[src/include/rv64_int_defines.svh]
`ifndef RV64_INT_DEFINES_SVH
`define RV64_INT_DEFINES_SVH

// Integer data width
`define XLEN 64

// Major opcodes, instr[6:0]
`define OP_LUI      7'b0110111
`define OP_AUIPC    7'b0010111
`define OP_INTIMM   7'b0010011
`define OP_INTREG   7'b0110011
// Word forms, result truncated to 32 bits
`define OP_INTIMMW  7'b0011011
`define OP_INTREGW  7'b0111011
`define OP_JAL      7'b1101111
`define OP_JALR     7'b1100111
`define OP_BRANCH   7'b1100011
// Memory and ordering, legality only in this pipe
`define OP_LOAD     7'b0000011
`define OP_STORE    7'b0100011
`define OP_FENCE    7'b0001111

// ALU operations, same encoding as funct3 of OP and OP-IMM
`define ALU_ADDSUB  3'b000
`define ALU_SLL     3'b001
`define ALU_SLT     3'b010
`define ALU_SLTU    3'b011
`define ALU_XOR     3'b100
// Logical or arithmetic right shift, picked by the option bit
`define ALU_SRX     3'b101
`define ALU_OR      3'b110
`define ALU_AND     3'b111

// First operand source
`define D_OPR1_RS1  2'd0
`define D_OPR1_PC   2'd1
`define D_OPR1_ZERO 2'd2

// Second operand source
`define D_OPR2_RS2  2'd0
`define D_OPR2_IMM  2'd1

// Operation type reported at retire
`define OT_INT      3'd0
`define OT_BRANCH   3'd1
`define OT_LOAD     3'd2
`define OT_STORE    3'd3
`define OT_FENCE    3'd4

// Control transfer kind
`define BT_NONE     2'd0
`define BT_JAL      2'd1
`define BT_JALR     2'd2
`define BT_BCOND    2'd3

`endif

[src/verilog/rv64_int_pkg.sv]
`include "rv64_int_defines.svh"

package rv64_int_pkg;

    // Instruction as presented by the source
    typedef struct packed {
        logic [`XLEN-1:0] pc;
        logic [31:0]      instr;
    } issue_t;

    // Decoded instruction held in the execute stage register
    typedef struct packed {
        logic             valid;
        logic [`XLEN-1:0] pc;
        logic [2:0]       op;
        // Sub for add/sub, arithmetic for right shift
        logic             option;
        // Word op, result is sign extended from bit 31
        logic             truncate;
        logic [1:0]       br_type;
        logic [2:0]       op_type;
        // Branch condition, funct3 of the branch
        logic [2:0]       br_cond;
        logic [1:0]       operand1;
        logic [1:0]       operand2;
        logic [`XLEN-1:0] imm;
        logic [`XLEN-1:0] rs1_val;
        logic [`XLEN-1:0] rs2_val;
        logic [4:0]       rd;
        logic             wb_en;
        logic             legal;
    } exec_op_t;

    // Executed instruction held in the result stage register
    typedef struct packed {
        logic             valid;
        logic [`XLEN-1:0] pc;
        logic [2:0]       op_type;
        logic [4:0]       rd;
        // Low for illegal instructions
        logic             wb_en;
        logic [`XLEN-1:0] wb_data;
        logic             legal;
        logic             br_taken;
        logic [`XLEN-1:0] br_target;
    } result_t;

    // One forwarding source, also the register file write port
    typedef struct packed {
        logic             valid;
        logic [4:0]       rd;
        logic [`XLEN-1:0] data;
    } fwd_t;

endpackage

[src/verilog/instr_decode.sv]
`timescale 1ns/1ps
`include "rv64_int_defines.svh"

module instr_decode (
    input  logic                   clk,
    input  logic                   reset,
    input  logic                   issue_valid,
    input  rv64_int_pkg::issue_t   issue,
    input  logic [`XLEN-1:0]       rs1_data,
    input  logic [`XLEN-1:0]       rs2_data,
    input  rv64_int_pkg::fwd_t     ex_fwd,
    input  rv64_int_pkg::fwd_t     wb_fwd,
    output logic [4:0]             rs1_addr,
    output logic [4:0]             rs2_addr,
    output rv64_int_pkg::exec_op_t ex_op
);

    import rv64_int_pkg::*;

    logic [31:0]      instr;
    logic [6:0]       opcode;
    logic [2:0]       funct3;
    logic [6:0]       funct7;
    logic [`XLEN-1:0] imm_i;
    logic [`XLEN-1:0] imm_s;
    logic [`XLEN-1:0] imm_b;
    logic [`XLEN-1:0] imm_u;
    logic [`XLEN-1:0] imm_j;
    exec_op_t         dec_op;

    // Youngest producer wins, x0 is never forwarded
    function automatic logic [`XLEN-1:0] pick_src(
        input logic [4:0]       addr,
        input logic [`XLEN-1:0] rf_val,
        input fwd_t             ex_src,
        input fwd_t             wb_src
    );
        if (ex_src.valid && (ex_src.rd == addr) && (addr != 5'd0))
            return ex_src.data;
        else if (wb_src.valid && (wb_src.rd == addr) && (addr != 5'd0))
            return wb_src.data;
        else
            return rf_val;
    endfunction

    // Bit fields
    assign instr    = issue.instr;
    assign opcode   = instr[6:0];
    assign funct3   = instr[14:12];
    assign funct7   = instr[31:25];
    assign rs1_addr = instr[19:15];
    assign rs2_addr = instr[24:20];

    // Immediates, all sign extended from instr[31]
    assign imm_i = {{52{instr[31]}}, instr[31:20]};
    assign imm_s = {{52{instr[31]}}, instr[31:25], instr[11:7]};
    assign imm_b = {{51{instr[31]}}, instr[31], instr[7], instr[30:25], instr[11:8], 1'b0};
    assign imm_u = {{32{instr[31]}}, instr[31:12], 12'b0};
    assign imm_j = {{43{instr[31]}}, instr[31], instr[19:12], instr[20], instr[30:21], 1'b0};

    always_comb begin
        // Defaults describe an illegal no-op
        dec_op          = '0;
        dec_op.valid    = issue_valid;
        dec_op.pc       = issue.pc;
        dec_op.rd       = instr[11:7];
        dec_op.br_cond  = funct3;
        dec_op.op       = `ALU_ADDSUB;
        dec_op.br_type  = `BT_NONE;
        dec_op.op_type  = `OT_INT;
        dec_op.operand1 = `D_OPR1_RS1;
        dec_op.operand2 = `D_OPR2_IMM;
        dec_op.rs1_val  = pick_src(rs1_addr, rs1_data, ex_fwd, wb_fwd);
        dec_op.rs2_val  = pick_src(rs2_addr, rs2_data, ex_fwd, wb_fwd);

        case (opcode)
            `OP_LUI, `OP_AUIPC: begin
                dec_op.imm      = imm_u;
                dec_op.operand1 = (opcode == `OP_LUI) ? `D_OPR1_ZERO : `D_OPR1_PC;
                dec_op.wb_en    = 1'b1;
                dec_op.legal    = 1'b1;
            end
            `OP_INTIMM, `OP_INTIMMW: begin
                dec_op.op       = funct3;
                dec_op.truncate = (opcode == `OP_INTIMMW);
                // Only the right shifts carry the option bit in their immediate
                dec_op.option   = (funct3 == `ALU_SRX) && funct7[5];
                dec_op.imm      = imm_i;
                dec_op.wb_en    = 1'b1;
                dec_op.legal    = 1'b1;
                // Six bit shamt for 64-bit shifts, five for word shifts
                if ((funct3 == `ALU_SLL) && (funct7[6:1] != 6'd0))
                    dec_op.legal = 1'b0;
                if ((funct3 == `ALU_SRX) && ((funct7[6] != 1'b0) || (funct7[4:1] != 4'd0)))
                    dec_op.legal = 1'b0;
                if ((opcode == `OP_INTIMMW) && (funct3 == `ALU_SLL) && funct7[0])
                    dec_op.legal = 1'b0;
                if ((opcode == `OP_INTIMMW) && (funct3 == `ALU_SRX) && funct7[0])
                    dec_op.legal = 1'b0;
                // ADDIW, SLLIW, SRLIW and SRAIW only
                if ((opcode == `OP_INTIMMW) && (funct3 != `ALU_ADDSUB) &&
                        (funct3 != `ALU_SLL) && (funct3 != `ALU_SRX))
                    dec_op.legal = 1'b0;
            end
            `OP_INTREG, `OP_INTREGW: begin
                dec_op.op       = funct3;
                dec_op.truncate = (opcode == `OP_INTREGW);
                dec_op.option   = funct7[5];
                dec_op.operand2 = `D_OPR2_RS2;
                dec_op.wb_en    = 1'b1;
                dec_op.legal    = 1'b1;
                // funct7 is zero, or 0100000 for SUB and SRA
                if ((funct7 != 7'b0000000) && (funct7 != 7'b0100000))
                    dec_op.legal = 1'b0;
                if (funct7[5] && (funct3 != `ALU_ADDSUB) && (funct3 != `ALU_SRX))
                    dec_op.legal = 1'b0;
                if ((opcode == `OP_INTREGW) && (funct3 != `ALU_ADDSUB) &&
                        (funct3 != `ALU_SLL) && (funct3 != `ALU_SRX))
                    dec_op.legal = 1'b0;
            end
            `OP_JAL: begin
                dec_op.op_type  = `OT_BRANCH;
                dec_op.br_type  = `BT_JAL;
                dec_op.imm      = imm_j;
                dec_op.operand1 = `D_OPR1_PC;
                dec_op.wb_en    = 1'b1;
                dec_op.legal    = 1'b1;
            end
            `OP_JALR: begin
                dec_op.op_type = `OT_BRANCH;
                dec_op.br_type = `BT_JALR;
                dec_op.imm     = imm_i;
                dec_op.wb_en   = 1'b1;
                dec_op.legal   = (funct3 == 3'b000);
            end
            `OP_BRANCH: begin
                dec_op.op_type  = `OT_BRANCH;
                dec_op.br_type  = `BT_BCOND;
                dec_op.imm      = imm_b;
                dec_op.operand2 = `D_OPR2_RS2;
                // funct3 010 and 011 are unassigned
                dec_op.legal    = (funct3[2:1] != 2'b01);
            end
            `OP_LOAD: begin
                // Retired as a no-op, no register write from this pipe
                dec_op.op_type = `OT_LOAD;
                dec_op.imm     = imm_i;
                dec_op.legal   = (funct3 != 3'b111);
            end
            `OP_STORE: begin
                dec_op.op_type  = `OT_STORE;
                dec_op.imm      = imm_s;
                dec_op.operand2 = `D_OPR2_RS2;
                dec_op.legal    = !funct3[2];
            end
            `OP_FENCE: begin
                dec_op.op_type = `OT_FENCE;
                // FENCE with zero fm and registers, or the exact FENCE.I word
                if ((instr[31:28] == 4'd0) && (instr[19:7] == 13'd0))
                    dec_op.legal = 1'b1;
                else if (instr[31:7] == 25'h0000020)
                    dec_op.legal = 1'b1;
            end
            default: begin
                dec_op.legal = 1'b0;
            end
        endcase
    end

    // Execute stage register, only valid is cleared
    always_ff @(posedge clk) begin
        ex_op <= dec_op;
        if (reset)
            ex_op.valid <= 1'b0;
    end

endmodule

[config.mk]
export PLATFORM = sky130hd
export DESIGN_NAME = instr_decode
export DESIGN_NICKNAME = d
export VERILOG_FILES = /design/src/verilog/rv64_int_pkg.sv /design/src/verilog/instr_decode.sv
export VERILOG_INCLUDE_DIRS = /design/src /design/src/include
export SDC_FILE = /design/constraint.sdc
export NUM_CORES = 1
export LEC_CHECK = 0
export ABC_AREA = 1
export ABC_CLOCK_PERIOD_IN_PS = 3780
export BUFFER_PORTS_ARGS = -buffer_cell sky130_fd_sc_hd__buf_2
export CAP_MARGIN = 25
export CORE_AREA = 2 2 256 258
export DETAILED_ROUTE_END_ITERATION = 7
export DIE_AREA = 0 0 258 260
export HOLD_SLACK_MARGIN = 0.08
export PLACE_DENSITY_LB_ADDON = 0.12
export RECOVER_POWER = 100
export SLEW_MARGIN = 15
export SYNTH_ARGS = -nofsm -noshare
export SYNTH_HDL_FRONTEND = slang
export SYNTH_SLANG_ARGS = --single-unit
[constraint.sdc]
create_clock -name clk -period 3.78 [get_ports clk]
set_input_delay 0.756 -clock clk [delete_from_list [all_inputs] [get_ports clk]]
set_output_delay 0.756 -clock clk [all_outputs]
set_load 0.02 [all_outputs]
==> summary.md <==
| Metric | Value |
|---|---|
| Minimum clock period | `about 3 ns` |
| Ant diodes | `0` |
| CTS H-Tree Depth | `2` |
| Boundary pin count | `658` |
| Critical path type | `in2reg` |
| Fin nets | `2421` |
| Number of post-CTS setup repair buffers | `0` |
| Register name with the most flops | `ex_op` |
| Register area share after synthesis | `0.465` |
| Top-area cell type share of the netlist area | `0.465` |
| CP required | `4.20 ns` |
| Total grt overflow | `0` |
| Die Wd | `258 µm` |
| Max-Cap Viols | `2` |
| Resize count post-CTS | `0` |
| Gr usage total | `0.154` |
| Max Transition Viols Final | `between 100 and 150` |
| FMAX | `339 MHz` |
| Multi-input logic area | `between 3000 and 4000 µm²` |
| I/O Buffers | `656` |
| Tcrit/Tclk final | `0.780` |
| Vias | `11486` |
| Biggest regs | `ex_op (248)` |
| Worst slew margin | `-0.388` |
| Layout cells sized above 1 | `0.219` |
| Setup TNS | `0 ns` |
| Final instance area | `approximately 15000 µm²` |
| Library cells used by synthesis | `29` |
| Die H | `~260 µm` |
| Drc violations | `0` |
| ANT nets after route | `0` |
| Slowest stage delay, CP | `about 1.5 ns` |
| Combinational group share of total power | `0.146` |
| Slew of the pin with the lowest slew margin | `2.08 ns` |
| TritonRoute pass-1 iters | `5` |
| Synthesized net count | `~1800` |
| RSZ-0062 raised after global routing | `no` |
| Worst-path clk slew | `approximately 0.060 ns` |
| DR vias/cell | `3.92` |
| Routed WL | `54.6 mm` |
| Synth Cell Area | `10700 µm²` |
| Top delay family on crit path | `buffers and inverters` |
| DP Area | `about 14000 µm²` |
| Worst Path Buf+Inv | `2` |
| Post-route insts no fill | `2932` |
| Vias in the first global route | `approximately 12000` |
| Clock share of power | `0.463` |
| GP Congestion | `0.847` |
| Post-DP HPWL | `39.7 mm` |
| Max FFs per register | `248` |
| Cell Rows | `93` |
| Pleak | `7.84 nW` |
| Root buffer cell | `clkbuf_16` |
| Util after Layout | `0.234` |
| CTS Buf Count | `34` |
| # hold bufs at CTS | `0` |
| Most common cell after layout, fill and taps aside | `nand2_1` |
| Core area | `64100 µm²` |
| CTS tree | `built` |
| Post-synthesis register bit count | `248` |
| Area growth syn-to-layout | `40.6%` |
| Total area of sequential cells | `4960 µm²` |
| Worst VDD drop | `221 µV` |
| Die area | `between 60000 and 70000 µm²` |
| Setup crit start kind | `input port` |
| Initial antenna violation count | `8` |
| Slowest cell on the critical path | `clkbuf_2` |
| Synth Area per Inst | `~7.3 µm²` |
| Initial Utilization | `0.167` |
| Final setup fails | `0` |
| Commonest non-fill, non-tap cells in the layout | `nand2_1 (470), buf_2 (353), clkbuf_1 (312)` |
| HP Class | `in2reg` |
| Fill count | `7467` |
| Number of clock sinks | `approximately 250` |
| Int Power | `0.00517 W` |
| Placed Cells | `2873` |
| Longest Clk Path Bufs | `3` |
| Synth Warn # | `0` |
| Arr. time, crit path | `3.37 ns` |
| Seq pwr share | `0.391` |
| Largest net degree at the start of global routing | `65` |
| First-pass GRT wire length | `between 70 and 80 mm` |
| Largest area contributor in the netlist | `dfxtp_1` |
| Critical path endpoint category | `register` |
| PD cells | `483 nW/µm²` |
| P_sw | `0.00208 W` |
| Status | `complete, but fails checks` |
| Critical-path cell list | `buf_2, xnor2_1, nand2_1, nor2_4, clkbuf_2, nand3_1, nand3_1, nand2_1` |
| WL per Instance | `between 15 and 20 µm` |
| Synth area leaders | `dfxtp_1 (46%), nand2_1 (17%), nand3_1 (12%)` |
| Fin. Hold Viols | `0` |
| Synth Instances | `1463` |
| Crit path max fanout | `between 60 and 70` |
| Net Sw Frac | `0.286` |
| DR iter-0 viols | `562` |
| Failing checks | `capacitance limit, slew limit` |
[cell type report]
cell class / instances / area share
clock buffers: 47 / 0.0646
clock inverters: 12 / 0.0113
inverters: 247 / 0.0617
repair buffers: 668 / 0.203
flip-flops and latches: 248 / 0.331
well taps: 855 / 0.0712
multi-input cells: 855 / 0.257
[Yosys cell counts, drive strengths merged]
cell	instances
xnor2	6
nand2	475
o21ai	8
inv	247
nand4	5
or2	2
nand3	274
buf	113
o211ai	20
nor4	1
a211oi	1
a21oi	5
o31ai	1
dfxtp	248
nor2	54
nor3	2
conb	1
[power by group through the flow]
stage / clock (W) / sequential, W / combinational, W
2_1_floorplan: 0 / 0.00309 / 0.000376
3_3_place_gp: 0 / 0.00289 / 0.00113
3_5_place_dp: 0 / 0.00289 / 0.00113
4_1_cts: 0.00349 / 0.00283 / 0.00113
5_1_grt: 0.00357 / 0.00285 / 0.00116
6_report: 0.00336 / 0.00283 / 0.00106
[cell families (layout without fill, tap and decap cells)]
| family | after synthesis | count (layout) | synth area share |
|---|---|---|---|
| simple gates | 813 | 813 | 0.330 |
| buf+inv | 360 | 974 | 0.168 |
| flops | 248 | 248 | 0.465 |
| compound gates | 35 | 35 | 0.0316 |
| xor+xnor | 6 | 6 | 0.00492 |
| other cells | 1 | 1 | 0.000351 |
[final timing paths]
| kind | cells past startpoint | from | slack, ns | endpoint |
|---|---|---|---|---|
| setup / recovery | 8 | issue[19] | 0.83 | ex_op[90]$_DFF_P_ |
| hold / removal | 1 | issue[73] | 0.32 | ex_op[257]$_DFF_P_ |
[routing by layer]
metal	routed length (µm)	global-route usage
met1	22300	0.179
met3	3830	0.0405
met4	1040	0.0401
met2	27400	0.279
met5	113	0
[through the flow]
step,worst slack [ns],hold WS (ns),total power [W]
floorplan,1.83,0.784,0.00347
global placement,1.04,0.859,0.00402
detailed placement,1.03,0.860,0.00401
CTS,1.28,0.273,0.00745
global route,0.614,0.284,0.00758
finish,0.831,0.321,0.00725
No activity file was read; power rests on OpenSTA's default activity.
